`src/rtl/lstm_defs.svh`:
```
`ifndef LSTM_DEFS_SVH
`define LSTM_DEFS_SVH

// signed Q8.8 fixed point
`define LSTM_DW          16
`define LSTM_FRAC        8
`define LSTM_ONE         256

// axi4-lite slave
`define LSTM_AW          6
`define LSTM_BUS_DW      32
`define LSTM_RESP_OKAY   2'b00
`define LSTM_RESP_SLVERR 2'b10

// register map, byte addresses
`define LSTM_REG_CTRL    6'h00
`define LSTM_REG_STATUS  6'h04
`define LSTM_REG_X       6'h08
`define LSTM_REG_HC      6'h0C
// two words per gate, gate order i, a, f, o
`define LSTM_REG_W_BASE  6'h10
`define LSTM_REG_W_LAST  6'h2C

// edges from accepted start write to visible result
`define LSTM_LATENCY     7

`endif
```
`src/rtl/lstm_pkg.sv`:
```
`include "lstm_defs.svh"

package lstm_pkg;

	typedef logic signed [`LSTM_DW-1:0] q_t;

	// data view of a bus word
	typedef struct packed {
		q_t hi;
		q_t lo;
	} lstm_pair_s;

	// CTRL view of a bus word
	typedef struct packed {
		logic [`LSTM_BUS_DW-3:0] rsvd;
		logic                    clear_state;
		logic                    start;
	} lstm_ctrl_s;

	typedef union packed {
		lstm_pair_s pair;
		lstm_ctrl_s ctrl;
	} lstm_word_u;

	localparam int Q_MAX = (1 << (`LSTM_DW - 1)) - 1;
	localparam int Q_MIN = -(1 << (`LSTM_DW - 1));

	// clamp a wide sum into the 16 bit range
	function automatic q_t sat_q(input logic signed [2*`LSTM_DW-1:0] v);
		if (v > Q_MAX)
			return q_t'(Q_MAX);
		if (v < Q_MIN)
			return q_t'(Q_MIN);
		return v[`LSTM_DW-1:0];
	endfunction

	// x/4 + 0.5, held in 0..1
	function automatic q_t hard_sigmoid(input q_t x);
		int t;
		t = (x >>> 2) + (`LSTM_ONE / 2);
		if (t < 0)
			t = 0;
		else if (t > `LSTM_ONE)
			t = `LSTM_ONE;
		return q_t'(t);
	endfunction

	// identity inside -1..1
	function automatic q_t hard_tanh(input q_t x);
		if (x > `LSTM_ONE)
			return q_t'(`LSTM_ONE);
		if (x < -`LSTM_ONE)
			return q_t'(-`LSTM_ONE);
		return x;
	endfunction

endpackage

```
`src/rtl/lstm_gate_engine.sv`:
```
`include "lstm_defs.svh"

module lstm_gate_engine
	import lstm_pkg::*;
#(
	parameter bit SECOND_TANH = 1'b0
)
(
	input  logic clk,
	input  logic i_rst_n,
	input  logic i_start,
	input  q_t   i_x0,
	input  q_t   i_x1,
	input  q_t   i_h_prev,
	input  q_t   i_w_x0 [2],
	input  q_t   i_w_x1 [2],
	input  q_t   i_w_h [2],
	input  q_t   i_b [2],
	output q_t   o_g0,
	output q_t   o_g1,
	output logic o_valid
);

	localparam int ACC_W = 2 * `LSTM_DW;

	logic                    run;
	logic [1:0]              phase;
	logic                    last;
	q_t                      x0_q;
	q_t                      x1_q;
	q_t                      h_q;
	q_t                      w_x0_q [2];
	q_t                      w_x1_q [2];
	q_t                      w_h_q [2];
	logic signed [ACC_W-1:0] acc [2];
	q_t                      op_x;
	q_t                      op_w [2];
	logic signed [ACC_W-1:0] sum [2];
	q_t                      pre [2];
	q_t                      act [2];

	// phase 0 adds x0, phase 1 adds x1, phase 2 adds h and retires
	assign last = (phase == 2'd2);

	always_comb
	begin
		case (phase)
			2'd0:
			begin
				op_x = x0_q;
				op_w = w_x0_q;
			end
			2'd1:
			begin
				op_x = x1_q;
				op_w = w_x1_q;
			end
			default:
			begin
				op_x = h_q;
				op_w = w_h_q;
			end
		endcase
		for (int g = 0; g < 2; g++)
		begin
			// full precision product, scaled once at the end
			sum[g] = acc[g] + op_w[g] * op_x;
			pre[g] = sat_q(sum[g] >>> `LSTM_FRAC);
		end
		act[0] = hard_sigmoid(pre[0]);
		// second gate is the candidate in the input engine
		act[1] = SECOND_TANH ? hard_tanh(pre[1]) : hard_sigmoid(pre[1]);
	end

	always_ff @(posedge clk or negedge i_rst_n)
	begin
		if (!i_rst_n)
		begin
			run     <= 1'b0;
			phase   <= 2'd0;
			o_valid <= 1'b0;
		end
		else
		begin
			o_valid <= run && last;
			if (i_start)
			begin
				run   <= 1'b1;
				phase <= 2'd0;
			end
			else if (run)
			begin
				phase <= last ? 2'd0 : phase + 2'd1;
				run   <= !last;
			end
		end
	end

	// operands frozen for the whole pass
	always_ff @(posedge clk)
	begin
		if (i_start)
		begin
			x0_q   <= i_x0;
			x1_q   <= i_x1;
			h_q    <= i_h_prev;
			w_x0_q <= i_w_x0;
			w_x1_q <= i_w_x1;
			w_h_q  <= i_w_h;
			// bias preloaded at product scale
			for (int g = 0; g < 2; g++)
				acc[g] <= ACC_W'(i_b[g]) <<< `LSTM_FRAC;
		end
		else if (run)
		begin
			for (int g = 0; g < 2; g++)
				acc[g] <= sum[g];
		end
		if (run && last)
		begin
			o_g0 <= act[0];
			o_g1 <= act[1];
		end
	end

endmodule

```
`config.mk`:
```
export PLATFORM = sky130hd
export DESIGN_NAME = lstm_gate_engine
export DESIGN_NICKNAME = d
export VERILOG_FILES = /design/src/rtl/lstm_pkg.sv /design/src/rtl/lstm_gate_engine.sv
export VERILOG_INCLUDE_DIRS = /design/src /design/src/rtl
export SDC_FILE = /design/constraint.sdc
export NUM_CORES = 2
export LEC_CHECK = 0
export ABC_AREA = 1
export CORE_MARGIN = 1.5
export CORE_UTILIZATION = 61
export DETAILED_ROUTE_END_ITERATION = 12
export DONT_BUFFER_PORTS = 1
export MAX_ROUTING_LAYER = met4
export PLACE_DENSITY = 0.76
export SETUP_SLACK_MARGIN = 0.4
export SYNTH_ARGS = -nofsm -noshare
export SYNTH_HDL_FRONTEND = slang
export SYNTH_SLANG_ARGS = --single-unit
```
`constraint.sdc`:
```
create_clock -name clk -period 7.9 [get_ports clk]
set_clock_uncertainty 0.05 [all_clocks]
set_input_delay 0.395 -clock clk [delete_from_list [all_inputs] [get_ports clk]]
set_output_delay 0.395 -clock clk [all_outputs]
set_load 0.005 [all_outputs]
```
# Word-level counts from Yosys, hierarchy flattened
# Memories as Yosys holds them, arrays and structs flattened.
# Index checks and enable logic that the tools add are counted.
# Widths: inputs -> output; s select.
# classes
addsub	5
multipliers	2
order_cmp	8
n_eq_ne	2
n_mux	30
n_bitwise	2
n_reduce_logical	6
# op_table
operator	n
$mux 16	8
$add 32x32->32	2
$mul 16x16->32	2
$mux 32	2
$pmux 32 s2	1
$gt 24x16->1 const B	2
$lt 24x16->1 const B	2
$pmux 16 s2	1
$add 14x9->15 const B	2
$gt 15x10->1 const B	2
$lt 15x1->1 const B	2
$mux 9	2
$mux 1	13
$mux 2	3
$reduce_or 2->1	2
$add 2x1->2 const B	1
$eq 2x1->1 const B	1
$eq 2x2->1 const B	1
$logic_not 2->1	1
$or 1x1->1	2
$reduce_bool 2->1	1
$logic_and 1x1->1	1
$logic_not 1->1	1
# word_totals
reg_bits	178
ramBits	64
input_bits	179
out_inout_bits	33
wordCells	72
memories	1
# mem_list
name	words	word_bits	rd	rd_ports_with_merged_regs	write_ports	line_no	text
acc	2	32	2	0	2	lstm_gate_engine.sv:35	logic signed [ACC_W-1:0] acc [2];

# Depth between registers and ports, before layout
# logic_depth
depth_word	12
ltp_mapped	46
mapped_depth_nobuf	43

# Least setup slack after synthesis
# Ideal clock, no wire load.
# synth_path
path_kind	register -> register
startpoint	register phase[1]
endpoint	register o_g1[7] (data pin)
setup_time_ns	0.141
t_arrival_ns	7.596
required_ns	7.709
path_slack_ns	0.113
path_stages_with_launch	39
synth_period_minus_slack_ns	7.787
cell_sequence	dfrtp_1 inv_2 clkbuf_1 o22a_1 o21a_1 inv_1 clkbuf_1 buf_1 nor2_1 fa_1 inv_1 fa_1 inv_1 fa_1 inv_1 fa_1 inv_1 fa_1 (+3 left out) ha_1 a21oi_1 o21ai_0 a21oi_1 a21boi_0 nand2_1 nand2_1 nand2_1 a21oi_1 nand3_1 nand2_4 nand2_2 ha_1 xnor2_1 nand2_1 nor2_2 nand3b_4 nor2_1
# synth_via
elab_chain_cells	12
word_cells_on_any_way	18
classes_between	2 x add/sub; 1 x mul; 4 x order compare; 1 x eq/ne; 8 x mux; 2 x reduce/logical
# synth_rtl
item	line_no	text
from (decl)	lstm_gate_engine.sv:27	logic [1:0] phase;
from (signal assigned)	lstm_gate_engine.sv:93	phase <= last ? 2'd0 : phase + 2'd1;
$eq 2x1->1 / $logic_not 2->1 (equally long branches)	lstm_gate_engine.sv:47	case (phase)
$pmux 32 s2 / $pmux 16 s2 (equally long branches)	lstm_gate_engine.sv:47	
$mul 16x16->32 (*)	lstm_gate_engine.sv:67	sum[g] = acc[g] + op_w[g] * op_x;
$add 32x32->32 (*)	lstm_gate_engine.sv:67	
$lt 24x16->1	lstm_pkg.sv:32	if (v < Q_MIN)
$mux 1 (2 in series)	lstm_pkg.sv:32	
$mux 16	lstm_pkg.sv:34	return v[`LSTM_DW-1:0];
$mux 16 (*)	lstm_pkg.sv:32	
$add 14x9->15 (*)	lstm_pkg.sv:40	t = (x >>> 2) + (`LSTM_ONE / 2);
$lt 15x1->1 / $gt 15x10->1 (equally long branches)	-	
$reduce_or 2->1 (no line)	-	
to (signal assigned)	lstm_gate_engine.sv:122	o_g1 <= act[1];
to (decl)	lstm_gate_engine.sv:20	output q_t o_g1,
# Every way passes the cells marked *; elsewhere a longest branch is shown, timed or not. The select of a mux whose other input is x is not followed.
# A chain may end at the register's enable or synchronous reset.

# Worst setup path in the final report
# layout_path
startpoint	register phase[1]
endpoint	register o_g1[1] (data pin)
# The elaborated chain is that of the path after synthesis.

==> results.toml <==
[sta]
hold_viol = 0
period_minus_slack_ns = 8.054
setup_viol = 17
slew_violations = 0
rsz0062_at_grt = "yes"
tightest_slew_ns = 0.9927
period_share = 1.019
slew_headroom = 0.3382
maxClockFrequency_mhz = 124.2
fin_ws_ns = -0.1539

[yosys]
ys_seq_area_frac = 0.2250
synth_enable_flop_cells = 238
yosysUniqueCellTypes = 53
synth_warnings = 0
netlist_area_um2 = 32200
ys_ff_latch = 242
ys.flop_type = "edfxtp_1"
syn_avg_cell_area_um2 = 9.121
async_flop_share = 0.01653
syn-instance-count = 3531

[status]
violations = "setup timing"
status = "complete, but fails checks"

[routing]
vias_per_cell = 5.662
first_pass_iters = 10
drc = 0
wl_um = 100200
antenna_left = 0
vias = 26364
drtIter0Drc = 3227
wl_per_cell_um = 21.52

[critical_path]
startpoint_type = "register"
arrival_ns = 8.47
crit_path_max_incr_delay_ns = 0.62
endpoint_kind = "register"
path_max_fanout = 19
crit_path_frequent_cell = "fa_1"
path_class = "reg2reg"
cpMaxStageDelayCell = "fa_1"
crit_required_ns = 8.31

[clock_network]
cts_buffers = 27
h-tree-depth = 1
cts_buffer_depth = 3
clock_sinks = 242
clk_pin_slew_ns = 0.07
clk_latency_ns = 0.61
cts_tree = "done"
cts-root-buf = "clkbuf_16"

[die]
die_x_um = 232.8
core-area_um2 = 52340
die_y_um = 232.8
fp.dieArea_um2 = 54180
io_pins = 212
rows = 84
start_util = 0.6153

[global_route]
grt_max_degree = 146
antenna_found_initial = 1
track_usage = 0.3843
grt_pass1_wl_um = 152500
grt_pass1_vias = 27262
overflow = 0

[cells_and_area]
final_common_cell = "inv_1"
nFillCells = 3494
final_cell_mix = "inv_1, nand2_1, fa_1"
syn_to_final_growth_pct = 22.36
fin_nets = 4906
stdcell_count = 4656
drive_gt1_frac = 0.1757

[place]
dp_slack_ns = -0.2215
gp_congestion = 1.006
hpwl_um = 72290
placedCellCount = 4361
io_buffer_count = 0

[flow_run]
maxCapViolCount = 0

[worst_hold_path]
hp-class = "in2reg"
[logic make-up after synthesis]
logic type	synth area share
flip-flops	0.2250
XOR/XNOR	0.01574
other	0.0001164
buffers and inverters	0.1176
AO/OA/AOI/OAI	0.04767
AND/OR/NAND/NOR	0.1539
adder cells (fa/ha/maj)	0.4400
[per-layer routing]
layer | vias to the layer above | routed length, µm | global-route usage | part of all wire
met5 | - | 0 | - | 0
met4 | 0 | 5646 | 0.1536 | 0.056
met3 | 457 | 12410 | 0.09424 | 0.12
met2 | 1842 | 44250 | 0.5752 | 0.44
met1 | 12725 | 37900 | 0.5066 | 0.38
li1 | 11340 | - | - | -
[final timing paths]
path,to,startpoint,depth (start not counted),slack (ns)
setup / recovery,o_g1[1]$_SDFFCE_PP0P_,phase[1]$_DFFE_PN0P_,36,-0.15
hold / removal,acc[0][46]$_DFFE_PP_,i_b[6],2,0.02
setup reg to reg,o_g1[1]$_SDFFCE_PP0P_,phase[1]$_DFFE_PN0P_,36,-0.15
hold reg to reg,run$_DFF_PN0_,run$_DFF_PN0_,2,0.61
max in group asynchronous,phase[0]$_DFFE_PN0P_,i_rst_n,1,7.45
min in group asynchronous,run$_DFF_PN0_,i_rst_n,1,0.07
[critical path, delay by kind of cell, from the launching register on]
family          cells  cell delay [ns]
fa+ha+maj           8             3.60
simple gates       16             1.88
buf+inv             8             1.25
compound gates      4             0.68
flops               1             0.40
[area by class of cell]
type | count | area, µm² | share of cell area
flip-flops and latches | 242 | 7249 | 0.1840
inverters | 910 | 3492 | 0.08862
well taps | 688 | 860.8 | 0.02184
clock inverters | 21 | 249.0 | 0.006318
repair inverters | 1 | 8.758 | 0.0002223
clock buffers | 29 | 683.2 | 0.01734
repair buffers | 461 | 4339 | 0.1101
multi-input cells | 2302 | 22520 | 0.5715
diodes | 2 | 5.005 | 0.0001270
[registers in the layout (all words and copies together) (netlist names), 2 cells and up]
signal	count
acc	64
w_h_q	32
w_x0_q	32
w_x1_q	32
h_q	16
x0_q	16
x1_q	16
o_g0	15
o_g1	15
phase	2
[metrics by stage]
stage               setup TNS, ns    util  cell area [µm²]  hold WS [ns]
finish                     -1.760  0.7529            39410       0.01742
global route               -6.971  0.7528            39400      0.003959
CTS                             0  0.7412            38790     0.0004093
detailed placement         -3.581  0.6609            34590       0.05001
global placement          -0.5831  0.6609            34590       0.05000
floorplan                       0       -            32300       0.04941
[cell usage after synthesis (4+ instances only)]
master,number,area [µm²]
nor2_4,4,45.04
edfxtp_1,238,7147
clkinv_1,17,63.81
inv_1,881,3307
nor3_1,9,45.04
clkbuf_1,74,277.8
buf_4,4,30.03
nand2_4,8,90.09
dfrtp_1,4,100.1
fa_1,584,11690
o22a_1,42,367.9
o21a_1,43,322.8
xor2_1,23,201.4
o21ai_0,49,245.2
nand3_1,66,330.3
ha_1,198,2477
xnor2_1,33,289.0
inv_2,10,37.54
a21oi_1,64,320.3
nand2_1,666,2500
nand2_2,7,43.79
a21o_1,4,30.03
nand4_1,22,137.6
nor2_2,23,143.9
o21bai_1,10,75.07
nor2_1,397,1490
buf_1,6,22.52
[what timing repair did]
action	4_1_cts	5_1_grt
hold buffers	169	0
pin swaps	90	48
buffers inserted	49	18
cloned	7	0
endpoints found under the setup margin	18	18
gates resized for setup	256	137
hold endpoints to repair	317	0
Power is not shown: default switching activity piles up to over one toggle a cycle in this logic, so the estimate is an artifact.
