## src/rtl/lstm_defs.svh

```systemverilog
`ifndef LSTM_DEFS_SVH
`define LSTM_DEFS_SVH

// signed Q8.8 fixed point
`define LSTM_DW          16
`define LSTM_FRAC        8
`define LSTM_ONE         256

// axi4-lite slave
`define LSTM_AW          6
`define LSTM_BUS_DW      32
`define LSTM_RESP_OKAY   2'b00
`define LSTM_RESP_SLVERR 2'b10

// register map, byte addresses
`define LSTM_REG_CTRL    6'h00
`define LSTM_REG_STATUS  6'h04
`define LSTM_REG_X       6'h08
`define LSTM_REG_HC      6'h0C
// two words per gate, gate order i, a, f, o
`define LSTM_REG_W_BASE  6'h10
`define LSTM_REG_W_LAST  6'h2C

// edges from accepted start write to visible result
`define LSTM_LATENCY     7

`endif
```

## src/rtl/lstm_pkg.sv

```systemverilog
`include "lstm_defs.svh"

package lstm_pkg;

	typedef logic signed [`LSTM_DW-1:0] q_t;

	// data view of a bus word
	typedef struct packed {
		q_t hi;
		q_t lo;
	} lstm_pair_s;

	// CTRL view of a bus word
	typedef struct packed {
		logic [`LSTM_BUS_DW-3:0] rsvd;
		logic                    clear_state;
		logic                    start;
	} lstm_ctrl_s;

	typedef union packed {
		lstm_pair_s pair;
		lstm_ctrl_s ctrl;
	} lstm_word_u;

	localparam int Q_MAX = (1 << (`LSTM_DW - 1)) - 1;
	localparam int Q_MIN = -(1 << (`LSTM_DW - 1));

	// clamp a wide sum into the 16 bit range
	function automatic q_t sat_q(input logic signed [2*`LSTM_DW-1:0] v);
		if (v > Q_MAX)
			return q_t'(Q_MAX);
		if (v < Q_MIN)
			return q_t'(Q_MIN);
		return v[`LSTM_DW-1:0];
	endfunction

	// x/4 + 0.5, held in 0..1
	function automatic q_t hard_sigmoid(input q_t x);
		int t;
		t = (x >>> 2) + (`LSTM_ONE / 2);
		if (t < 0)
			t = 0;
		else if (t > `LSTM_ONE)
			t = `LSTM_ONE;
		return q_t'(t);
	endfunction

	// identity inside -1..1
	function automatic q_t hard_tanh(input q_t x);
		if (x > `LSTM_ONE)
			return q_t'(`LSTM_ONE);
		if (x < -`LSTM_ONE)
			return q_t'(-`LSTM_ONE);
		return x;
	endfunction

endpackage

```

## src/rtl/lstm_axil_regs.sv

```systemverilog
`include "lstm_defs.svh"

module lstm_axil_regs
	import lstm_pkg::*;
(
	input  logic                    clk,
	input  logic                    i_rst_n,
	input  logic [`LSTM_AW-1:0]     i_awaddr,
	input  logic                    i_awvalid,
	output logic                    o_awready,
	input  logic [`LSTM_BUS_DW-1:0] i_wdata,
	input  logic                    i_wvalid,
	output logic                    o_wready,
	output logic [1:0]              o_bresp,
	output logic                    o_bvalid,
	input  logic                    i_bready,
	input  logic [`LSTM_AW-1:0]     i_araddr,
	input  logic                    i_arvalid,
	output logic                    o_arready,
	output logic [`LSTM_BUS_DW-1:0] o_rdata,
	output logic [1:0]              o_rresp,
	output logic                    o_rvalid,
	input  logic                    i_rready,
	output logic                    o_start,
	output logic                    o_clear,
	output q_t                      o_x0,
	output q_t                      o_x1,
	output q_t                      o_w_x0 [4],
	output q_t                      o_w_x1 [4],
	output q_t                      o_w_h [4],
	output q_t                      o_b [4],
	input  q_t                      i_c,
	input  q_t                      i_h,
	input  logic                    i_done,
	output logic                    o_irq
);

	lstm_word_u                wword;
	logic                      wr_acc;
	logic                      rd_acc;
	logic                      wr_ctrl;
	logic                      wr_x;
	logic                      wr_w;
	logic                      wr_bad;
	logic [1:0]                wr_gate;
	logic [1:0]                rd_gate;
	logic                      rd_bad;
	logic [`LSTM_BUS_DW-1:0]   rd_word;
	logic                      busy_q;
	logic                      done_q;
	logic                      go;
	lstm_pair_s                hc_q;

	// weight words live at 0x10..0x2C, word aligned
	function automatic logic in_wmap(input logic [`LSTM_AW-1:0] a);
		return (a >= `LSTM_REG_W_BASE) && (a <= `LSTM_REG_W_LAST) && (a[1:0] == 2'b00);
	endfunction

	// both channels must be present, one response outstanding at most
	assign o_awready = i_awvalid && i_wvalid && !o_bvalid;
	assign o_wready  = o_awready;
	assign wr_acc    = o_awready;
	assign o_arready = !o_rvalid;
	assign rd_acc    = i_arvalid && o_arready;
	assign o_irq     = done_q;

	assign wword = i_wdata;

	// addr[5:3] minus 2 reduces to bits 5 and 3 over this range
	assign wr_gate = {i_awaddr[5], i_awaddr[3]};
	assign rd_gate = {i_araddr[5], i_araddr[3]};

	always_comb
	begin
		wr_ctrl = (i_awaddr == `LSTM_REG_CTRL);
		wr_x    = (i_awaddr == `LSTM_REG_X);
		wr_w    = in_wmap(i_awaddr);
		wr_bad  = !(wr_ctrl || wr_x || wr_w);
		// start only counts when idle
		go      = wr_acc && wr_ctrl && !busy_q && wword.ctrl.start;
	end

	// read mux
	always_comb
	begin
		rd_word = '0;
		rd_bad  = 1'b0;
		if (in_wmap(i_araddr))
		begin
			if (i_araddr[2])
				rd_word = {o_b[rd_gate], o_w_h[rd_gate]};
			else
				rd_word = {o_w_x1[rd_gate], o_w_x0[rd_gate]};
		end
		else
		begin
			case (i_araddr)
				`LSTM_REG_CTRL:   rd_word = '0;
				`LSTM_REG_STATUS: rd_word = {30'd0, busy_q, done_q};
				`LSTM_REG_X:      rd_word = {o_x1, o_x0};
				`LSTM_REG_HC:     rd_word = hc_q;
				default:          rd_bad  = 1'b1;
			endcase
		end
	end

	always_ff @(posedge clk or negedge i_rst_n)
	begin
		if (!i_rst_n)
		begin
			o_bvalid <= 1'b0;
			o_bresp  <= `LSTM_RESP_OKAY;
			o_start  <= 1'b0;
			o_clear  <= 1'b0;
			o_x0     <= '0;
			o_x1     <= '0;
			for (int g = 0; g < 4; g++)
			begin
				o_w_x0[g] <= '0;
				o_w_x1[g] <= '0;
				o_w_h[g]  <= '0;
				o_b[g]    <= '0;
			end
		end
		else
		begin
			o_start <= go;
			// clear and start both pulse next cycle, clear wins downstream
			o_clear <= wr_acc && wr_ctrl && !busy_q && wword.ctrl.clear_state;
			if (wr_acc)
			begin
				o_bvalid <= 1'b1;
				o_bresp  <= wr_bad ? `LSTM_RESP_SLVERR : `LSTM_RESP_OKAY;
				if (wr_x)
				begin
					o_x1 <= wword.pair.hi;
					o_x0 <= wword.pair.lo;
				end
				if (wr_w && !i_awaddr[2])
				begin
					o_w_x1[wr_gate] <= wword.pair.hi;
					o_w_x0[wr_gate] <= wword.pair.lo;
				end
				if (wr_w && i_awaddr[2])
				begin
					o_b[wr_gate]   <= wword.pair.hi;
					o_w_h[wr_gate] <= wword.pair.lo;
				end
			end
			else if (i_bready)
				o_bvalid <= 1'b0;
		end
	end

	// status, result shadow and read channel
	always_ff @(posedge clk or negedge i_rst_n)
	begin
		if (!i_rst_n)
		begin
			busy_q   <= 1'b0;
			done_q   <= 1'b0;
			hc_q     <= '0;
			o_rvalid <= 1'b0;
			o_rresp  <= `LSTM_RESP_OKAY;
			o_rdata  <= '0;
		end
		else
		begin
			if (go)
				busy_q <= 1'b1;
			else if (i_done)
				busy_q <= 1'b0;
			// a new result beats the clear-on-read
			if (i_done)
				done_q <= 1'b1;
			else if (rd_acc && i_araddr == `LSTM_REG_STATUS)
				done_q <= 1'b0;
			if (o_clear)
				hc_q <= '0;
			else if (i_done)
				hc_q <= {i_c, i_h};
			if (rd_acc)
			begin
				o_rvalid <= 1'b1;
				o_rresp  <= rd_bad ? `LSTM_RESP_SLVERR : `LSTM_RESP_OKAY;
				o_rdata  <= rd_word;
			end
			else if (i_rready)
				o_rvalid <= 1'b0;
		end
	end

endmodule

```

## config.mk

```make
export PLATFORM = sky130hd
export DESIGN_NAME = lstm_axil_regs
export DESIGN_NICKNAME = d
export VERILOG_FILES = /design/src/rtl/lstm_pkg.sv /design/src/rtl/lstm_axil_regs.sv
export VERILOG_INCLUDE_DIRS = /design/src /design/src/rtl
export SDC_FILE = /design/constraint.sdc
export NUM_CORES = 1
export LEC_CHECK = 0
export BUFFER_PORTS_ARGS = -buffer_cell sky130_fd_sc_hd__buf_2
export CAP_MARGIN = 20
export CORE_MARGIN = 1
export CORE_UTILIZATION = 30
export DETAILED_ROUTE_END_ITERATION = 7
export GPL_TIMING_DRIVEN = 0
export SLEW_MARGIN = 30
export SYNTH_ARGS = -nofsm -noshare
export SYNTH_HDL_FRONTEND = slang
export SYNTH_SLANG_ARGS = --single-unit
```

## constraint.sdc

```tcl
create_clock -name clk -period 6.25 [get_ports clk]
set_input_delay 0.9375 -clock clk [delete_from_list [all_inputs] [get_ports clk]]
set_output_delay 0.9375 -clock clk [all_outputs]
set_load 0.01 [all_outputs]
```

# --- Word level (Yosys, flattened, before mapping) ---
# Index checks and enable logic that the tools add are counted.
# Widths: inputs -> output; s select.
classes:
  mux: 35
  n_bitwise: 2
  reduce_logical: 34
  n_eq_ne: 4
  magnitude_cmp: 7
ops:
  columns: ["operator", "n"]
  rows:
  - ["$bwmux 64", 4]
  - ["$mux 16", 9]
  - ["$bmux 16 s2", 4]
  - ["$mux 32", 4]
  - ["$pmux 32 s3", 1]
  - ["$demux 16 s2", 1]
  - ["$eq 6x4->1 const B", 3]
  - ["$logic_and 1x1->1", 15]
  - ["$ge 6x5->1 const B", 2]
  - ["$le 6x6->1 const B", 2]
  - ["$logic_not 6->1", 2]
  - ["$mux 1", 10]
  - ["$reduce_bool 2->1", 5]
  - ["$eq 6x3->1 const B", 1]
  - ["$ge 3x3->1 const B", 2]
  - ["$not 2->3", 2]
  - ["$reduce_and 2->1", 3]
  - ["$logic_not 1->1", 4]
  - ["$logic_not 2->1", 2]
  - ["$mux 2", 2]
  - ["$reduce_or 4->1", 1]
  - ["$lt 3x1->1 const B", 1]
  - ["$logic_or 1x1->1", 2]
totals:
  wordCells: 111
  reg_bits: 362
  inputBits: 84
  output_inout_bits: 332

# --- Longest topological paths before layout ---
depth:
  ltp_word: 6
  ltp_mapped: 8
  depth_no_buf: 4

# --- Worst setup path before layout ---
# OpenSTA, ideal clock, no wires.
synth_path:
  path_kind: "input port to flip-flop"
  from: "input port i_awaddr[1]"
  to: "register o_b[48] (netlist name)"
  n_path_buf: 2
  required_time_ps: 6125
  setup_time_ps: 125
  stages: 5
  path_slack_ps: 3751
  t_arrival_ps: 2374
  path_cell_list: "or4_4 > nor4bb_1 > buf_4 > buf_12 > mux2_4"
synth_via:
  elab_chain_cells: 5
synth_lines:
  columns: ["element", "line_no", "text"]
  rows:
  - ["start, declared", "lstm_axil_regs.sv:8", "input logic [`LSTM_AW-1:0] i_awaddr,"]
  - ["$ge 6x5->1 (no line) / $le 6x6->1 (equally long branches)", null, null]
  - ["$logic_and 1x1->1", "lstm_axil_regs.sv:56", "return (a >= `LSTM_REG_W_BASE) && (a <= `LSTM_REG_W_LAST) && (a[1:0] == 2'b00);"]
  - ["$logic_and 1x1->1 (*)", "lstm_axil_regs.sv:56", null]
  - ["$logic_and 1x1->1 (*)", "lstm_axil_regs.sv:144", "if (wr_w && i_awaddr[2])"]
  - ["$reduce_and 2->1 (no line) (*)", null, null]
  - ["end signal, assigned by index", "lstm_axil_regs.sv:146", "o_b[wr_gate] <= wword.pair.hi;"]
  - ["end, declared", "lstm_axil_regs.sv:31", "output q_t o_b [4],"]
# Mark *: on every way between the ends. The rest lies on a longest branch, timed or not.
# A chain may end at the register's enable or synchronous reset.

# --- Worst setup path in the final report ---
layout_path:
  from: "input port i_arvalid"
  to: "register o_rdata[19]"
layout_via:
  elab_chain_cells: 1
layout_lines:
  columns: ["element", "line_no", "text"]
  rows:
  - ["start, declared", "lstm_axil_regs.sv:18", "input logic i_arvalid,"]
  - ["$logic_and 1x1->1", "lstm_axil_regs.sv:64", "assign rd_acc = i_arvalid && o_arready;"]
  - ["end signal, assigned", "lstm_axil_regs.sv:186", "o_rdata <= rd_word;"]
  - ["end, declared", "lstm_axil_regs.sv:20", "output logic [`LSTM_BUS_DW-1:0] o_rdata,"]
# No other way between the ends.

==> impl_results.md <==
- Fillers: 5175
- DIE AREA: roughly 55000 um^2
- M3 GR Usage: under 10%
- Most used cell along the critical path: clkbuf_1
- Buffers added on ports: just over 400
- DRC viols: 0
- Synth top area cells: dfrtp_1, mux2_2, mux2i_1, mux2_4, a221oi_1
- Detailed Place HPWL: between 40 and 50 mm
- Critical Path Slowest Stage Cell: nand3_1
- Mux cell area share after synthesis: 27.6%
- Final GP Congestion: approximately 0.84
- Commonest cells in the netlist: dfrtp_1, mux2_2, nor2_1
- Worst skew pair latency: between 0.5 and 0.6 ns
- Via-to-Cell Ratio: 5.43
- YS warnings: 0
- Worst hold path class: in2async
- Worst-margin pin slew: 1.10 ns
- Routed length per placed instance: about 30 um
- Layout cell share with drive strength beyond 1: between 50% and 60%
- Rows: 84
- Register bit total from synthesis: 360
- Leak: 10.8 nW
- Setup tns final: 0 ns
- First-pass GRT wire length: roughly 100 mm
- Area Growth Syn to Fin: 28.0%
- Grt peak-use layer: met2
- Post-route ant nets: 0
- Main synth FF type: dfrtp_1
- Worst-path fanout max: 10
- Status: finished, final reports clean
- Most common cell in the netlist: dfrtp_1
- Largest net degree at the start of global routing: 84
- CP startpoint kind: primary input
- Layout Nets: between 1500 and 2000
- Final Hold Viols: 0
- Fin util: 39.2%
- Final Cell Area: 20800 um^2
- Pre-CTS setup slack: between 2 and 2.5 ns
- DP Cell Count: around 2300
- Die Ht: 235 um
- Largest family of logic cells by synthesized area: multiplexers
- Synth Area in XOR/XNOR: 0.0539%
- H-tree Lvls: 2
- Post-cts resize count: 0
- Slew margin rel.: 26.6%
- Antenna violations before repair: 6
- Clock root buffer: clkbuf_16
- M2 GR Usage: approximately 42%
- Post-synthesis simple-gate area fraction: between 3 and 4%
- Slowest stage delay, CP: roughly 0.57 ns
- Synth Area per Inst: between 10 and 15 um^2
- Slack of the critical path: 3.12 ns
- Max_cap viols: 0
- Fraction of registers with async set/reset: 100%
- Clock sinks: 360
- Synth Area in Adders: 0%
- Yosys top cell by area: dfrtp_1
- Count of cell types in the netlist: 50
- Iteration-0 DRC Markers: just over 900
- Arr. time, crit path: around 3.5 ns
- Seq/Total Area, Yosys: a little under three fifths
- Post-Syn Instances: 1168
- IR drop worst, VDD: between 0.2 and 0.25 mV
- Period utilization: about half
- Post-CTS Setup Bufs: 0
- Mapped Area: ~16000 um^2
- Unrepaired setup endpoints after global routing: no
- Max Clk Rate: approximately 0.32 GHz
- CTS clock-pin slew for the worst setup and hold paths: around 0.060 ns
- Synth top area share: 55.5%
- Max Buffers Root-to-Sink: 3
- TritonCTS Buffers: between 40 and 50
- CP cell instances: buf_2 -> nor2b_1 -> clkbuf_1 -> nand3_1 -> clkbuf_1 -> a221oi_1 -> a211oi_1
- Total GRT Usage: about a quarter
- GRT overflow: 0
- Num ports: 416
- Core area: about 53000 um^2
- Placement Cell Area: slightly below 20000 um^2
- CTS tree: done
- Vias: 12800
- Final Max Tran Viols: 0
- Final non-filler cell total: ~2400
- Starting Density: 30.6%
- Worst Setup End Kind: flip-flop
- GR Util met1: roughly 33%
- EDFF count, synth: 0
- Die width: 235 um
- Routed WL: ~70 mm
- Data required time of the worst path: 6.64 ns
- Vias in the first global route: ~13000
- CP Class: in2reg
- Hold buffers post-CTS: 0
- Final setup viols: 0
- Fin crit period: 3.13 ns
- Clk_skew: between 0.008 and 0.009 ns
- P per Cell Area: slightly below 300 nW/um^2
- DRT Pass-1 Iters: 5
- Compound-Gate Fraction of Synth Area: about a tenth
## path summary, 6_finish.rpt
| check | startpoint | endpoint | slack (ns) | cells past startpoint |
|---|---|---|---|---|
| setup / recovery | i_arvalid | o_rdata[19] | 3.12 | 7 |
| hold / removal | i_rst_n | hc_q[5] | 0.31 | 1 |
| setup reg to reg | o_rvalid | o_rdata[19] | 3.20 | 6 |
| hold reg to reg | o_bresp[1] | o_bresp[1] | 0.48 | 2 |
| max in group asynchronous | i_rst_n | o_w_x1[57] | 4.67 | 3 |
| min in group clk | o_bresp[1] | o_bresp[1] | 0.48 | 2 |
## state kept, by name, indices dropped and copies added, names as in the netlist
register  count
o_rvalid      1
o_bresp       1
o_start       1
o_w_h        64
o_clear       1
o_x1         16
hc_q         32
o_w_x0       64
o_irq         1
o_rdata      32
o_bvalid      1
o_rresp       1
busy_q        1
o_w_x1       64
o_b          64
o_x0         16
## per-stage QoR
stage / hold WS [ns] / power (W)
after floorplan: 0.486 / 0.00311
after global placement: 0.465 / 0.00359
after detailed placement: 0.470 / 0.00363
after CTS: 0.303 / 0.00625
after global routing: 0.327 / 0.00642
final: 0.309 / 0.00619
## power by group
group          internal (W)  switching (W)  total [W]
Clock               0.00157        0.00103    0.00260
Sequential          0.00253       0.000154    0.00269
Combinational      0.000368       0.000532   0.000900
Total               0.00447        0.00172    0.00619
## cells by family (layout without fill, tap and decap cells)
group	count (synthesis)	count (layout)
xor gates and xnor gates	1	1
DFF	360	360
buffers and inverters	104	596
AOI/OAI and AO/OA	188	188
other	1	4
muxes	389	389
and+or+nand+nor	125	125
## final cells by class
| class | count | area, um^2 | share of cell area (%) |
|---|---|---|---|
| sequential | 360 | 9010 | 43.3 |
| clock buffer | 67 | 1360 | 6.53 |
| buffer | 98 | 546 | 2.62 |
| tap | 688 | 861 | 4.14 |
| timing repair buffer | 414 | 2190 | 10.5 |
| inverter | 6 | 22.5 | 0.108 |
| clock inverter | 11 | 109 | 0.523 |
| multi-input combinational | 705 | 6690 | 32.2 |
| antenna | 2 | 5.00 | 0.0241 |
## routing by layer
metal | routed length (um) | vias to the layer above
met5 | 30 | -
met4 | 2610 | 6
met3 | 4950 | 145
met2 | 33800 | 558
met1 | 30400 | 6739
li1 | - | 5329
## layout by cell type, fill, tap and decap left out, drive strengths merged, types with 3 or more instances in the layout
cell      n
a211oi   29
a221o    15
a221oi   46
a22o     16
a22oi    43
and2      4
buf     460
clkbuf  119
clkinv   10
dfrtp   360
inv       5
mux2    333
mux2i    51
mux4      5
nand2     5
nand3    20
nor2     73
nor2b     6
o211ai   15
o21ai     3
o221a    14
## critical path, delay by kind of cell
| family | cells | cell delay, ns |
|---|---|---|
| AOI/OAI and AO/OA | 2 | 0.64 |
| and+or+nand+nor | 2 | 0.75 |
| buffers and inverters | 3 | 1.15 |
Power figures use the tool's default switching activity.
