$ cat src/rtl/lstm_defs.svh
`ifndef LSTM_DEFS_SVH
`define LSTM_DEFS_SVH

// signed Q8.8 fixed point
`define LSTM_DW          16
`define LSTM_FRAC        8
`define LSTM_ONE         256

// axi4-lite slave
`define LSTM_AW          6
`define LSTM_BUS_DW      32
`define LSTM_RESP_OKAY   2'b00
`define LSTM_RESP_SLVERR 2'b10

// register map, byte addresses
`define LSTM_REG_CTRL    6'h00
`define LSTM_REG_STATUS  6'h04
`define LSTM_REG_X       6'h08
`define LSTM_REG_HC      6'h0C
// two words per gate, gate order i, a, f, o
`define LSTM_REG_W_BASE  6'h10
`define LSTM_REG_W_LAST  6'h2C

// edges from accepted start write to visible result
`define LSTM_LATENCY     7

`endif
$ cat src/rtl/lstm_pkg.sv
`include "lstm_defs.svh"

package lstm_pkg;

	typedef logic signed [`LSTM_DW-1:0] q_t;

	// data view of a bus word
	typedef struct packed {
		q_t hi;
		q_t lo;
	} lstm_pair_s;

	// CTRL view of a bus word
	typedef struct packed {
		logic [`LSTM_BUS_DW-3:0] rsvd;
		logic                    clear_state;
		logic                    start;
	} lstm_ctrl_s;

	typedef union packed {
		lstm_pair_s pair;
		lstm_ctrl_s ctrl;
	} lstm_word_u;

	localparam int Q_MAX = (1 << (`LSTM_DW - 1)) - 1;
	localparam int Q_MIN = -(1 << (`LSTM_DW - 1));

	// clamp a wide sum into the 16 bit range
	function automatic q_t sat_q(input logic signed [2*`LSTM_DW-1:0] v);
		if (v > Q_MAX)
			return q_t'(Q_MAX);
		if (v < Q_MIN)
			return q_t'(Q_MIN);
		return v[`LSTM_DW-1:0];
	endfunction

	// x/4 + 0.5, held in 0..1
	function automatic q_t hard_sigmoid(input q_t x);
		int t;
		t = (x >>> 2) + (`LSTM_ONE / 2);
		if (t < 0)
			t = 0;
		else if (t > `LSTM_ONE)
			t = `LSTM_ONE;
		return q_t'(t);
	endfunction

	// identity inside -1..1
	function automatic q_t hard_tanh(input q_t x);
		if (x > `LSTM_ONE)
			return q_t'(`LSTM_ONE);
		if (x < -`LSTM_ONE)
			return q_t'(-`LSTM_ONE);
		return x;
	endfunction

endpackage

$ cat src/rtl/lstm_state_update.sv
`include "lstm_defs.svh"

module lstm_state_update
	import lstm_pkg::*;
(
	input  logic clk,
	input  logic i_rst_n,
	input  logic i_clear,
	input  q_t   i_gi,
	input  q_t   i_ga,
	input  q_t   i_gf,
	input  q_t   i_go,
	input  logic i_valid_in,
	input  logic i_valid_out,
	output q_t   o_c,
	output q_t   o_h,
	output logic o_done
);

	localparam int PW = 2 * `LSTM_DW;

	q_t                   c_q;
	q_t                   h_q;
	q_t                   go_q;
	logic                 both_valid;
	logic                 c_upd;
	logic signed [PW-1:0] fc;
	logic signed [PW-1:0] ia;
	logic signed [PW-1:0] c_sum;
	logic signed [PW-1:0] oh;
	q_t                   c_next;
	q_t                   h_next;

	always_comb
	begin
		both_valid = i_valid_in && i_valid_out;
		// forget old state, add gated candidate
		fc     = i_gf * c_q;
		ia     = i_gi * i_ga;
		c_sum  = (fc >>> `LSTM_FRAC) + (ia >>> `LSTM_FRAC);
		c_next = sat_q(c_sum);
		// output uses the state registered one cycle earlier
		oh     = go_q * hard_tanh(c_q);
		h_next = sat_q(oh >>> `LSTM_FRAC);
	end

	always_ff @(posedge clk or negedge i_rst_n)
	begin
		if (!i_rst_n)
		begin
			c_q    <= '0;
			h_q    <= '0;
			c_upd  <= 1'b0;
			o_done <= 1'b0;
		end
		else
		begin
			c_upd  <= both_valid;
			o_done <= c_upd;
			if (i_clear)
			begin
				c_q <= '0;
				h_q <= '0;
			end
			else
			begin
				if (both_valid)
					c_q <= c_next;
				if (c_upd)
					h_q <= h_next;
			end
		end
	end

	// o gate held for the h stage
	always_ff @(posedge clk)
	begin
		if (both_valid)
			go_q <= i_go;
	end

	assign o_c = c_q;
	// engines latch h_prev during the clear pulse, so it reads as zero already
	assign o_h = i_clear ? '0 : h_q;

endmodule

$ cat config.mk
export PLATFORM = sky130hd
export DESIGN_NAME = lstm_state_update
export DESIGN_NICKNAME = d
export VERILOG_FILES = /design/src/rtl/lstm_pkg.sv /design/src/rtl/lstm_state_update.sv
export VERILOG_INCLUDE_DIRS = /design/src /design/src/rtl
export SDC_FILE = /design/constraint.sdc
export NUM_CORES = 2
export LEC_CHECK = 0
export ABC_AREA = 1
export BUFFER_PORTS_ARGS = -buffer_cell sky130_fd_sc_hd__buf_2
export CORE_MARGIN = 2
export CORE_UTILIZATION = 32
export DETAILED_ROUTE_END_ITERATION = 12
export PLACE_DENSITY_LB_ADDON = 0.15
export SKIP_CTS_REPAIR_TIMING = 1
export SYNTH_ARGS = -nofsm -noshare
export SYNTH_HDL_FRONTEND = slang
export SYNTH_SLANG_ARGS = --single-unit
$ cat constraint.sdc
create_clock -name clk -period 12 [get_ports clk]
set_input_delay 2.4 -clock clk [delete_from_list [all_inputs] [get_ports clk]]
set_output_delay 2.4 -clock clk [all_outputs]
set_load 0.005 [all_outputs]
======== Yosys cells after proc, flatten, opt, wreduce, memory -nomap -nowiden ========
Cells that the tools add are included.
storage, ports and cells
  register bits ........................... 50
  input bits .............................. 69
  output and inout port bits .............. 33
  word-level logic and storage cells ...... 44
cells by class
  add/sub/neg operators ................... 1
  multipliers ............................. 3
  magnitude comparators ................... 6
  muxes and demuxes ....................... 26
  reduce and logical (&&, ||, !) cells .... 3
operator list
  operator                                                          number
  two-way mux 16 bit                                                17
  multiplier 16 x 16 -> 32 bit                                      3
  adder 24 x 24 -> 25 bit                                           1
  greater-than comparator 25 x 16 -> 1 bit (second input constant)  1
  < comparator 25 x 16 -> 1 bit (second input constant)             1
  greater-than comparator 24 x 16 -> 1 bit (second input constant)  1
  < comparator 24 x 16 -> 1 bit (second input constant)             1
  greater-than comparator 16 x 10 -> 1 bit (second input constant)  1
  < comparator 16 x 9 -> 1 bit (second input constant)              1
  two-way mux 1 bit                                                 9
  nonzero test 2 bit                                                2
  logical AND 1 bit                                                 1

======== Logic depth before layout (Yosys ltp) ========
  depth in word-level cells ............... 13
  depth in mapped cells ................... 44
  depth with buffers taken out ............ 41

======== Least setup slack after synthesis ========
No wires, ideal clock.
  kind .................................... input-to-reg
  from .................................... input i_gf[7]
  to ...................................... register c_q[12], in the netlist o_c[12]
  library setup time ...................... 0.066 ns
  data arrival time ....................... 9.638 ns
  data required time ...................... 11.934 ns
  path slack .............................. 2.296 ns
  stages on the path ...................... 37
  path buffers ............................ 3
  path through ............................ clkbuf_1 -> clkbuf_1 -> nand2_1 -> fa_1 -> inv_1 -> fa_1 -> inv_1 -> fa_1 -> inv_1 -> fa_1 -> fa_1 -> fa_1 -> ha_1 -> nand2_1 -> nor2_1 -> nand4_1 -> o21ai_0 -> a31oi_1 -> o21ai_0 -> a21oi_1 -> xnor2_1 -> ha_1 -> nand2_1 -> nor2_1 -> nand2_1 -> or2_2 -> o221ai_1 -> xor2_1 -> nand2_1 -> nor2_1 -> nand3_1 -> nand2_1 -> buf_4 -> nand2_1 -> nand2_1 -> nand2_1 -> nand2_1
on the way
  longest elaborated chain between the ends .. 9
  elaborated cells on any way between the ends .. 12
  classes of those cells .................. 1 x add/sub; 1 x mul; 2 x order compare; 8 x mux
RTL lines
  item                             line                     RTL
  start: declaration               lstm_state_update.sv:11  input q_t i_gf,
  multiplier 16 x 16 -> 32 bit *   lstm_state_update.sv:38  fc = i_gf * c_q;
  adder 24 x 24 -> 25 bit *        lstm_state_update.sv:40  c_sum = (fc >>> `LSTM_FRAC) + (ia >>> `LSTM_FRAC);
  < comparator 25 x 16 -> 1 bit    lstm_pkg.sv:32           if (v < Q_MIN)
  two-way mux 1 bit (2 in series)  lstm_pkg.sv:32
  two-way mux 16 bit               lstm_pkg.sv:34           return v[`LSTM_DW-1:0];
  two-way mux 16 bit *             lstm_pkg.sv:32
  two-way mux 16 bit *             lstm_state_update.sv:67  if (both_valid)
  two-way mux 16 bit *             lstm_state_update.sv:60  if (i_clear)
  end signal: assignment           lstm_state_update.sv:68  c_q <= c_next;
  end: declaration                 lstm_state_update.sv:22  q_t c_q;
Mark *: on every way between the ends. The rest lies on a longest branch, timed or not. The select of a mux whose other input is x is not followed.
A chain may end at the register's enable or synchronous reset.

======== Final worst setup path ========
  from .................................... input i_gf[12]
  to ...................................... register c_q[10], in the netlist o_c[10]
The elaborated chain is that of the path after synthesis.

==> report_table.html <==
<table>
<tr><th>Metric</th><th>Value</th></tr>
<tr><th colspan="2">Run</th></tr>
<tr><td>Max-cap violations</td><td>0</td></tr>
<tr><th colspan="2">Worst setup path</th></tr>
<tr><td>Critical path class</td><td>primary input to flop</td></tr>
<tr><td>CP max-delay cell</td><td>sky130_fd_sc_hd__fa_1</td></tr>
<tr><td>Largest fanout of any net on the critical path</td><td>16</td></tr>
<tr><td>Critical Path Stages</td><td>34</td></tr>
<tr><td>Worst endpoint required time</td><td>12.22 ns</td></tr>
<tr><td>Worst Reg2Reg Path Length in Cells</td><td>33</td></tr>
<tr><td>Worst Path Buf+Inv</td><td>4</td></tr>
<tr><td>Endpoint kind of the worst setup timing path</td><td>flop</td></tr>
<tr><td>Kind of start point of the critical path</td><td>primary input</td></tr>
<tr><td>Kind of cell with the highest combined delay on the critical path</td><td>adder cells</td></tr>
<tr><td>Worst Path Arrival</td><td>10.53 ns</td></tr>
<tr><td>CP max stage delay</td><td>0.54 ns</td></tr>
<tr><th colspan="2">Synthesis</th></tr>
<tr><td>Average cell area after synthesis</td><td>7.95 sq um</td></tr>
<tr><td>Sequential fraction of the synthesis area</td><td>3.99%</td></tr>
<tr><td>Synth top area share</td><td>47.0%</td></tr>
<tr><td>Most common flop cell mapped by yosys</td><td>sky130_fd_sc_hd__dfrtp_1</td></tr>
<tr><td>Area of the mapped netlist</td><td>33,400 sq um</td></tr>
<tr><td>Largest area contributor in the netlist</td><td>sky130_fd_sc_hd__fa_1</td></tr>
<tr><td>Synth async-reset ratio</td><td>68.0%</td></tr>
<tr><td>Synthesized instance count</td><td>4,204</td></tr>
<tr><td>Synthesized net count</td><td>5,319</td></tr>
<tr><td>Distinct cells, synth</td><td>52</td></tr>
<tr><td>Dominant cells by area after synthesis</td><td>sky130_fd_sc_hd__fa_1 47%, sky130_fd_sc_hd__inv_1 14%, sky130_fd_sc_hd__nand2_1 11%, sky130_fd_sc_hd__ha_1 9.8%, sky130_fd_sc_hd__nor2_1 3.1%</td></tr>
<tr><td>Warnings, synthesis</td><td>0</td></tr>
<tr><td>Post-synth EDFFs</td><td>16</td></tr>
<tr><td>Flops &amp; latches, synth</td><td>50</td></tr>
<tr><th colspan="2">STA</th></tr>
<tr><td>Fraction of the cycle the final worst path needs</td><td>85.9%</td></tr>
<tr><td>Worst Max-Slew Pin Slew</td><td>1.28 ns</td></tr>
<tr><td>Number of hold violations in the final report</td><td>0</td></tr>
<tr><td>Skew final</td><td>0.0326 ns</td></tr>
<tr><td>Post-route worst setup slack</td><td>1.69 ns</td></tr>
<tr><td>Setup repair after global routing missed its margin</td><td>false</td></tr>
<tr><td>Setup TNS</td><td>0 ns</td></tr>
<tr><td>Maximum clock rate</td><td>0.0970 GHz</td></tr>
<tr><td>Final count of negative-setup-slack endpoints</td><td>0</td></tr>
<tr><td>Final Critical Period</td><td>10.31 ns</td></tr>
<tr><td>Worst max-slew margin expressed relative to the limit</td><td>13.5%</td></tr>
<tr><td>Count of pins over their slew limit</td><td>0</td></tr>
<tr><th colspan="2">Routing</th></tr>
<tr><td>Average routed wire per standard cell</td><td>17.5 um</td></tr>
<tr><td>First-iteration detailed-routing DRC count</td><td>1,359</td></tr>
<tr><td>Drt total wl</td><td>97.3 mm</td></tr>
<tr><td>Final antenna-violating net count</td><td>0</td></tr>
<tr><td>Number of iterations in the first detailed-routing pass</td><td>8</td></tr>
<tr><td>Vias per std cell</td><td>4.48</td></tr>
<tr><td>Total via count in the routed design</td><td>24,900</td></tr>
<tr><td>Post-route DRC</td><td>0</td></tr>
<tr><th colspan="2">Placed design</th></tr>
<tr><td>Placed wire-length estimate after detailed placement</td><td>82.2 mm</td></tr>
<tr><td>Final weighted congestion in routability-driven placement</td><td>0.863</td></tr>
<tr><td>Placement-stage worst setup slack</td><td>1.34 ns</td></tr>
<tr><td>Port Buffer Count</td><td>101</td></tr>
<tr><td>DP Area</td><td>35,200 sq um</td></tr>
<tr><th colspan="2">Die</th></tr>
<tr><td>Overall die width</td><td>327 um</td></tr>
<tr><td>FP Rows</td><td>118</td></tr>
<tr><td>Floorplan core area</td><td>103,000 sq um</td></tr>
<tr><td>Y dimension of the die</td><td>327 um</td></tr>
<tr><td>Starting density of the core</td><td>32.3%</td></tr>
<tr><td>Die Area</td><td>107,000 sq um</td></tr>
<tr><td>IO Pins</td><td>102</td></tr>
<tr><th colspan="2">Cells and area</th></tr>
<tr><td>Most common library cell in the layout ignoring fill and taps</td><td>sky130_fd_sc_hd__inv_1</td></tr>
<tr><td>Final Instance Area</td><td>35,300 sq um</td></tr>
<tr><td>Synth-to-Final Area Change</td><td>5.82%</td></tr>
<tr><td>Commonest cells after routing, fill and taps aside</td><td>1,219 x sky130_fd_sc_hd__inv_1, 951 x sky130_fd_sc_hd__nand2_1, 784 x sky130_fd_sc_hd__fa_1</td></tr>
<tr><td>Nets@finish</td><td>5,300</td></tr>
<tr><td>Fraction of layout instances using a drive strength above 1</td><td>4.11%</td></tr>
<tr><td>Diodes inserted</td><td>0</td></tr>
<tr><th colspan="2">GRT</th></tr>
<tr><td>Overflow left after global routing</td><td>0</td></tr>
<tr><td>Via count of the first global-routing pass</td><td>27,300</td></tr>
<tr><td>Global-route wire length before repair</td><td>159 mm</td></tr>
<tr><td>Initial antenna violation count</td><td>1</td></tr>
<tr><td>Overall global routing resource usage</td><td>19.1%</td></tr>
<tr><td>Largest net degree at the start of global routing</td><td>35</td></tr>
<tr><th colspan="2">Min path</th></tr>
<tr><td>Type of the tightest min-delay check</td><td>flop to flop</td></tr>
<tr><td>Worst Hold Path Cells</td><td>0</td></tr>
<tr><th colspan="2">Clock network</th></tr>
<tr><td>Buffer type at the clock tree root</td><td>sky130_fd_sc_hd__clkbuf_16</td></tr>
<tr><td>CTS buffer count</td><td>5</td></tr>
<tr><td>Buffer depth of the longest clock path</td><td>2</td></tr>
<tr><td>Later-pin clock latency in the skew report</td><td>0.36 ns</td></tr>
<tr><td>Reg clk slew, reported paths</td><td>0.09 ns</td></tr>
<tr><td>TritonCTS clock tree</td><td>yes</td></tr>
<tr><td>Clk sinks</td><td>50</td></tr>
<tr><td>Maximum level of the CTS H-tree</td><td>2</td></tr>
<tr><th colspan="2">Run status</th></tr>
<tr><td>Status</td><td>finished, final reports clean</td></tr>
</table>
==> synthesized netlist by cell type, types with 2 or more instances <==
cell type and n:
sky130_fd_sc_hd__nor2_2 3, sky130_fd_sc_hd__o21ai_0 59, sky130_fd_sc_hd__o211ai_1 3, sky130_fd_sc_hd__xor2_1 64, sky130_fd_sc_hd__a211oi_1 4, sky130_fd_sc_hd__nand4_1 14
sky130_fd_sc_hd__buf_1 16, sky130_fd_sc_hd__buf_2 8, sky130_fd_sc_hd__o21bai_1 3, sky130_fd_sc_hd__o31ai_1 5, sky130_fd_sc_hd__a21o_1 11, sky130_fd_sc_hd__clkbuf_1 115
sky130_fd_sc_hd__buf_6 6, sky130_fd_sc_hd__or2_2 11, sky130_fd_sc_hd__nor2_1 275, sky130_fd_sc_hd__o221ai_1 4, sky130_fd_sc_hd__nor4_1 10, sky130_fd_sc_hd__nand2_2 10
sky130_fd_sc_hd__inv_1 1219, sky130_fd_sc_hd__buf_4 5, sky130_fd_sc_hd__xnor2_1 51, sky130_fd_sc_hd__ha_1 262, sky130_fd_sc_hd__nand3_1 42, sky130_fd_sc_hd__nand2_4 2
sky130_fd_sc_hd__edfxtp_1 16, sky130_fd_sc_hd__nor3_1 22, sky130_fd_sc_hd__fa_1 784, sky130_fd_sc_hd__a221oi_1 3, sky130_fd_sc_hd__clkinv_1 5, sky130_fd_sc_hd__o21a_1 10
sky130_fd_sc_hd__o21ai_1 5, sky130_fd_sc_hd__and2_1 2, sky130_fd_sc_hd__nand3b_1 3, sky130_fd_sc_hd__a31oi_1 12, sky130_fd_sc_hd__a21oi_1 136, sky130_fd_sc_hd__nand3_2 3
sky130_fd_sc_hd__nand2_1 951, sky130_fd_sc_hd__dfrtp_1 34, sky130_fd_sc_hd__a311oi_1 2, sky130_fd_sc_hd__inv_2 2
==> registers in the layout, indices dropped and copies added, names as in the netlist <==
| signal | count |
|---|---|
| c_upd | 1 |
| h_q | 16 |
| o_c | 16 |
| go_q | 16 |
| o_done | 1 |
==> worst register-to-register path, delay by kind of cell (launching register included) <==
| family | cells | cell delay (ns) |
|---|---|---|
| AO/OA/AOI/OAI | 5 | 2.01 |
| adder cells (fa/ha/maj) | 8 | 3.63 |
| buffers and inverters | 6 | 1.18 |
| flip-flops | 1 | 0.57 |
| AND/OR/NAND/NOR | 14 | 1.67 |
==> cell families after synthesis <==
| logic type | after synthesis | synth area share [%] |
|---|---|---|
| and+or+nand+nor | 1352 | 16.0 |
| DFF | 50 | 3.99 |
| xor gates and xnor gates | 116 | 3.06 |
| AOI/OAI and AO/OA | 263 | 4.43 |
| adders and majority gates | 1046 | 56.8 |
| buffers and inverters | 1377 | 15.7 |
==> stage by stage <==
| step | utilization, % | hold slack, ns | std cells |
|---|---|---|---|
| after floorplan | - | 0.355 | 4204 |
| after global placement | 34.0 | 0.383 | 5558 |
| after detailed placement | 34.0 | 0.365 | 5558 |
| after CTS | 34.2 | 0.408 | 5566 |
| after global routing | 34.2 | 0.430 | 5566 |
| final | 34.2 | 0.408 | 5566 |
==> path summary, 6_finish.rpt <==
kind	start	end	slack (ns)
min in group asynchronous	i_rst_n	h_q[6]$_DFFE_PN0P_	2.15
worst max-delay path	i_gf[12]	o_c[10]$_DFFE_PN0P_	1.69
max in group asynchronous	i_rst_n	o_c[7]$_DFFE_PN0P_	9.18
worst max register to register	o_c[15]$_DFFE_PN0P_	h_q[14]$_DFFE_PN0P_	2.83
worst min register to register	c_upd$_DFF_PN0_	o_done$_DFF_PN0_	0.41
worst min-delay path	c_upd$_DFF_PN0_	o_done$_DFF_PN0_	0.41
==> cell type report <==
type / instances / area [sq um]
well taps: 1380 / 1730
flip-flops and latches: 50 / 1330
inverters: 1226 / 4600
fillers: 11100 / 68100
repair buffers: 125 / 686
clock inverters: 2 / 13.8
clock buffers: 6 / 150
multi-input cells: 2777 / 26800
==> layer usage <==
layer / wire length, um / vias to the layer above / track usage, %
met5: 0 / - / 0
met4: 1220 / 0 / 2.57
met3: 3510 / 55 / 1.48
met2: 42300 / 445 / 29.6
met1: 50300 / 12500 / 29.5
li1: - / 12000 / -
Power is not shown: default switching activity piles up to over one toggle a cycle in this logic, so the estimate is an artifact.
